==> config.mk <==
export PLATFORM = sky130hd
export DESIGN_NAME = punit_tcmc
export DESIGN_NICKNAME = d
export VERILOG_FILES = /design/src/common/polycore_pkg.sv /design/src/punit/punit_tcmc.sv
export VERILOG_INCLUDE_DIRS = /design/src /design/src/common
export SDC_FILE = /design/constraint.sdc
export NUM_CORES = 1
export LEC_CHECK = 0
export BUFFER_PORTS_ARGS = -buffer_cell sky130_fd_sc_hd__buf_2
export CORE_MARGIN = 3
export CORE_UTILIZATION = 21
export DETAILED_ROUTE_END_ITERATION = 8
export HOLD_SLACK_MARGIN = 0.08
export MAX_ROUTING_LAYER = met4
export PLACE_DENSITY_LB_ADDON = 0.15
export SETUP_SLACK_MARGIN = 0.5
export SLEW_MARGIN = 10
export SYNTH_ARGS = -nofsm -noshare
export SYNTH_HDL_FRONTEND = slang
export SYNTH_SLANG_ARGS = --single-unit
==> constraint.sdc <==
create_clock -name clk -period 1.1 [get_ports clk]
set_input_delay 0.22 -clock clk [delete_from_list [all_inputs] [get_ports clk]]
set_output_delay 0.22 -clock clk [all_outputs]
set_load 0.05 [all_outputs]
==> src/common/polycore_config.svh <==
`ifndef POLYCORE_CONFIG_SVH
`define POLYCORE_CONFIG_SVH

// Processing units sharing the external bus
`define POLY_UNITS	4

// Data and address width
`define BUS_W	16
// Command bits, 0 read, 1 write, 2 byte
`define BCMD_W	3

// Region field at the top of an address and the value that selects the TCM
`define REGION_W	4
`define TCM_REGION	{`REGION_W{1'b1}}

// Iram word address bits
`define IRAM_AW	8

`endif

==> src/common/polycore_pkg.sv <==
`include "polycore_config.svh"

package polycore_pkg;

	// Split view of a CPU address
	typedef struct packed {
		logic	[`REGION_W-1:0]	region;	// Target select
		logic	[`BUS_W-`REGION_W-1:0]	offset;	// Bit 0 is the byte lane
	} bus_addr_s;

	// One address word, read flat by the bus and split by the units
	typedef union packed {
		logic	[`BUS_W-1:0]	word;
		bus_addr_s	split;
	} bus_addr_u;

endpackage

==> src/punit/punit_tcmc.sv <==
`timescale 1ns/1ns
`include "polycore_config.svh"

module punit_tcmc (
	input	logic	clk,
	input	logic	reset_i,
	// CPU side
	input	logic	[`BCMD_W-1:0]	cpu_bcmd_i,	// Read, write, byte
	input	polycore_pkg::bus_addr_u	cpu_badr_i,
	input	logic	[`BUS_W-1:0]	cpu_bdatw_i,
	// Shared bus side, through the arbiter
	input	logic	ext_brdy_i,
	input	logic	[`BUS_W-1:0]	ext_bdatr_i,
	// Local iram
	input	logic	[`BUS_W-1:0]	iram_bdatr_i,
	output	logic	cpu_brdy_o,
	output	logic	[`BUS_W-1:0]	cpu_bdatr_o,
	output	logic	ext_req_o,
	output	logic	[`BCMD_W-1:0]	ext_bcmd_o,
	output	polycore_pkg::bus_addr_u	ext_badr_o,
	output	logic	[`BUS_W-1:0]	ext_bdatw_o,
	output	logic	iram_we_o,
	output	logic	iram_byte_o
);

logic	cmd_rd;
logic	cmd_wr;
logic	cmd_byte;
logic	cmd_any;
logic	is_tcm;
logic	tcm_acc;
logic	tcm_busy;

// Command decode
assign	cmd_rd = cpu_bcmd_i[0];
assign	cmd_wr = cpu_bcmd_i[1];
assign	cmd_byte = cpu_bcmd_i[2];	// Size qualifier only
assign	cmd_any = cmd_rd | cmd_wr;

// Region decode on the split view
assign	is_tcm = (cpu_badr_i.split.region == `TCM_REGION);
assign	tcm_acc = cmd_any & is_tcm;

// A local access takes the command cycle plus one ready cycle.
// The flag blocks a second write while the command is still held.
always_ff @(posedge clk) begin
	if (reset_i) begin
		tcm_busy <= 1'b0;
	end else begin
		tcm_busy <= tcm_acc & ~tcm_busy;	// High only in the ready cycle
	end
end

// Iram strobes
assign	iram_we_o = tcm_acc & cmd_wr & ~tcm_busy;	// First cycle only
assign	iram_byte_o = cmd_byte;

// Anything outside the TCM goes to the shared bus
assign	ext_req_o = cmd_any & ~is_tcm;	// Level until ready
assign	ext_bcmd_o = ext_req_o ? cpu_bcmd_i : '0;
assign	ext_badr_o = cpu_badr_i;
assign	ext_bdatw_o = cpu_bdatw_i;

// Ready and read data back to the CPU
assign	cpu_brdy_o = tcm_busy | ext_brdy_i;
assign	cpu_bdatr_o = tcm_busy ? iram_bdatr_i : ext_bdatr_i;	// Local wins in its slot

// One ready per command, local or through the arbiter
brdy_once: assert property (
	@(posedge clk) disable iff (reset_i)
	cpu_brdy_o |=> !(cpu_brdy_o && $stable(cpu_bcmd_i) && $stable(cpu_badr_i))
) else $error("punit_tcmc: cpu_brdy_o repeated for a held command");

endmodule

==> flow_summary.json <==
{
  "outcome": "complete, but fails checks",
  "violations": "setup timing",
  "ys_ff_latch": 1,
  "fmax_mhz": 844,
  "drt_wl_total_um": 1820,
  "ff2ff_setup_slack_ps": 130,
  "end_kind": "primary output",
  "crit_required_ps": 880,
  "die_h_um": 58.5,
  "io_buffers": 68,
  "hold_buffers": 0,
  "path_class": "flip-flop to primary output",
  "setup-tns-final_ps": -1330,
  "rows": 18,
  "r2r_start": "tcm_busy$_SDFF_PP0_",
  "dr.first_iter.drc_count": 18,
  "drtPass1Iterations": 2,
  "top_register": "tcm_busy",
  "clock_latency_ps": 0,
  "reg_top3": "tcm_busy x1",
  "p_leak_nw": 0.568,
  "dp_hpwl_um": 1280,
  "critPathLaunchType": "flip-flop",
  "vias": 573,
  "finalClockSkew_ps": 0,
  "syn2layout_area_growth_pct": 93.7,
  "antennaDiodeCount": 0,
  "yosysWarnings": 0,
  "finalSetupViolations": 19,
  "cap_violations": 0,
  "cp.arrival_ps": 960,
  "fill_cells": 237,
  "synth.lib_cells_used.distinct": 14,
  "grt_pass1_vias": 592,
  "p_per_area_nw_per_um2": 546,
  "grt_max_degree": 9,
  "die_w_um": 58.5,
  "path_clk_slew_ps": 0,
  "hold-worst-slack_ps": 410,
  "worst_pin_slew_ps": 178,
  "wl_per_cell_um": 13.6,
  "grt_pass1_wl_um": 2570,
  "syn_inst": 61,
  "rr_endpoint": "tcm_busy$_SDFF_PP0_",
  "die_area_um2": 3420,
  "syn_avg_cell_area_um2": 9.50,
  "antenna_found_initial": 0,
  "min_from": "reset_i",
  "fin_crit_ps": 1180,
  "fin_area_um2": 1120,
  "hold_viol_final": 0,
  "place_ws_ps": -221,
  "seq_area_frac_synth_pct": 3.46,
  "drive_gt1_share_pct": 97.1,
  "fin_nets": 176,
  "setup_ws_ps": -84.3,
  "min_to": "tcm_busy$_SDFF_PP0_",
  "route.detailed.drc": 0,
  "rsz0062_at_grt": "true",
  "maxSlewHeadroom_pct": 88.0,
  "drt-vias-per-instance": 4.28,
  "io_pins": 125,
  "start_util_pct": 22.8,
  "gr-total-overflow": 0,
  "syn-cell-area_um2": 579,
  "syn_nets": 131,
  "crit_fanout": 8,
  "rr_worst_depth": 3,
  "hold_depth": 2,
  "maxSlewViolCount": 0,
  "place_congestion": 0.576,
  "grt_usage_pct": 9.23,
  "place_area_um2": 739,
  "timing.final.crit_share_pct": 108,
  "ant_nets": 0,
  "largest_reg_flops": 1,
  "worstHoldPathType": "input port to flip-flop",
  "core_area_um2": 2540,
  "utilization_pct": 44.1,
  "ir_drop_mv": 0.310
}
==> cells in the final DEF (no fill, tap or decap) <==
master and count:
and2_4 2, and3b_2 1, buf_12 1, buf_2 36, buf_4 4, buf_6 17
buf_8 20, dfxtp_4 1, mux2_4 16, nand4_1 1, nor2_1 1, nor3b_4 1
nor4_4 1, o21a_4 1, or2_1 1
==> cell usage after synthesis <==
library cell	n	area share [%]
buf_6	1	1.9
buf_12	1	3.5
nand4_1	1	1.1
nor3b_1	1	1.3
mux2_4	7	18
nor2_1	1	0.65
mux2_2	9	17
dfxtp_1	1	3.5
o21a_1	1	1.3
and2_1	2	2.2
and3b_1	1	1.5
or2_1	1	1.1
nor4_4	1	3.7
buf_4	33	43
==> critical path: stages (launching register included) <==
cell and delay, ps:
dfxtp_4 360, buf_12 140, mux2_4 310, buf_8 150
==> worst max path at each step <==
stage / start / endpoint / slack, ps / depth (start not counted)
2_1_floorplan: tcm_busy$_SDFF_PP0_ / iram_we_o / -170 / 3
3_3_place_gp: cpu_badr_i[14] / iram_we_o / -230 / 4
3_5_place_dp: cpu_badr_i[15] / iram_we_o / -220 / 4
4_1_cts: tcm_busy$_SDFF_PP0_ / cpu_bdatr_o[0] / -100 / 3
5_1_grt: tcm_busy$_SDFF_PP0_ / cpu_bdatr_o[9] / -110 / 3
6_report: tcm_busy$_SDFF_PP0_ / cpu_bdatr_o[15] / -80 / 3
==> cell families after synthesis <==
group,Yosys count,synth area share (%)
compound gates,1,1.30
buf+inv,35,48.2
flops,1,3.46
mux,16,35.6
simple gates,8,11.4
==> cell type report <==
class	count	area, um^2	share of cell area, %
Tap cell	30	37.5	3.34
Timing Repair Buffer	78	722	64.3
Multi-Input combinational cell	25	339	30.2
Sequential cell	1	23.8	2.12
==> metrics by stage <==
step / power [mW] / instances
after detailed placement: 0.445 / 130
after global placement: 0.444 / 130
after floorplan: 0.647 / 61
after CTS: 0.592 / 132
final: 0.613 / 134
after global routing: 0.638 / 134
==> what timing repair did <==
action | 4_1_cts | 5_1_grt
pin swaps | 5 | 1
gates resized for setup | 92 | 10
gates cloned | 1 | 0
setup buffers | 1 | 2
setup endpoints to repair | 28 | 28
==> routing by layer <==
metal,up-vias,track usage [%],part of all wire [%]
met4,0,2.65,2.6
met2,60,16.4,47
li1,261,-,-
met1,240,8.80,27
met5,-,-,0
met3,12,4.39,24
==> power breakdown <==
group	internal, mW	leakage [nW]	switching, mW	total, mW
sequential	0.0355	0.00887	0.00102	0.0365
clock	0	0	0	0
combinational	0.281	0.560	0.295	0.576
total	0.316	0.568	0.296	0.613
(Power assumes the default switching activity.)
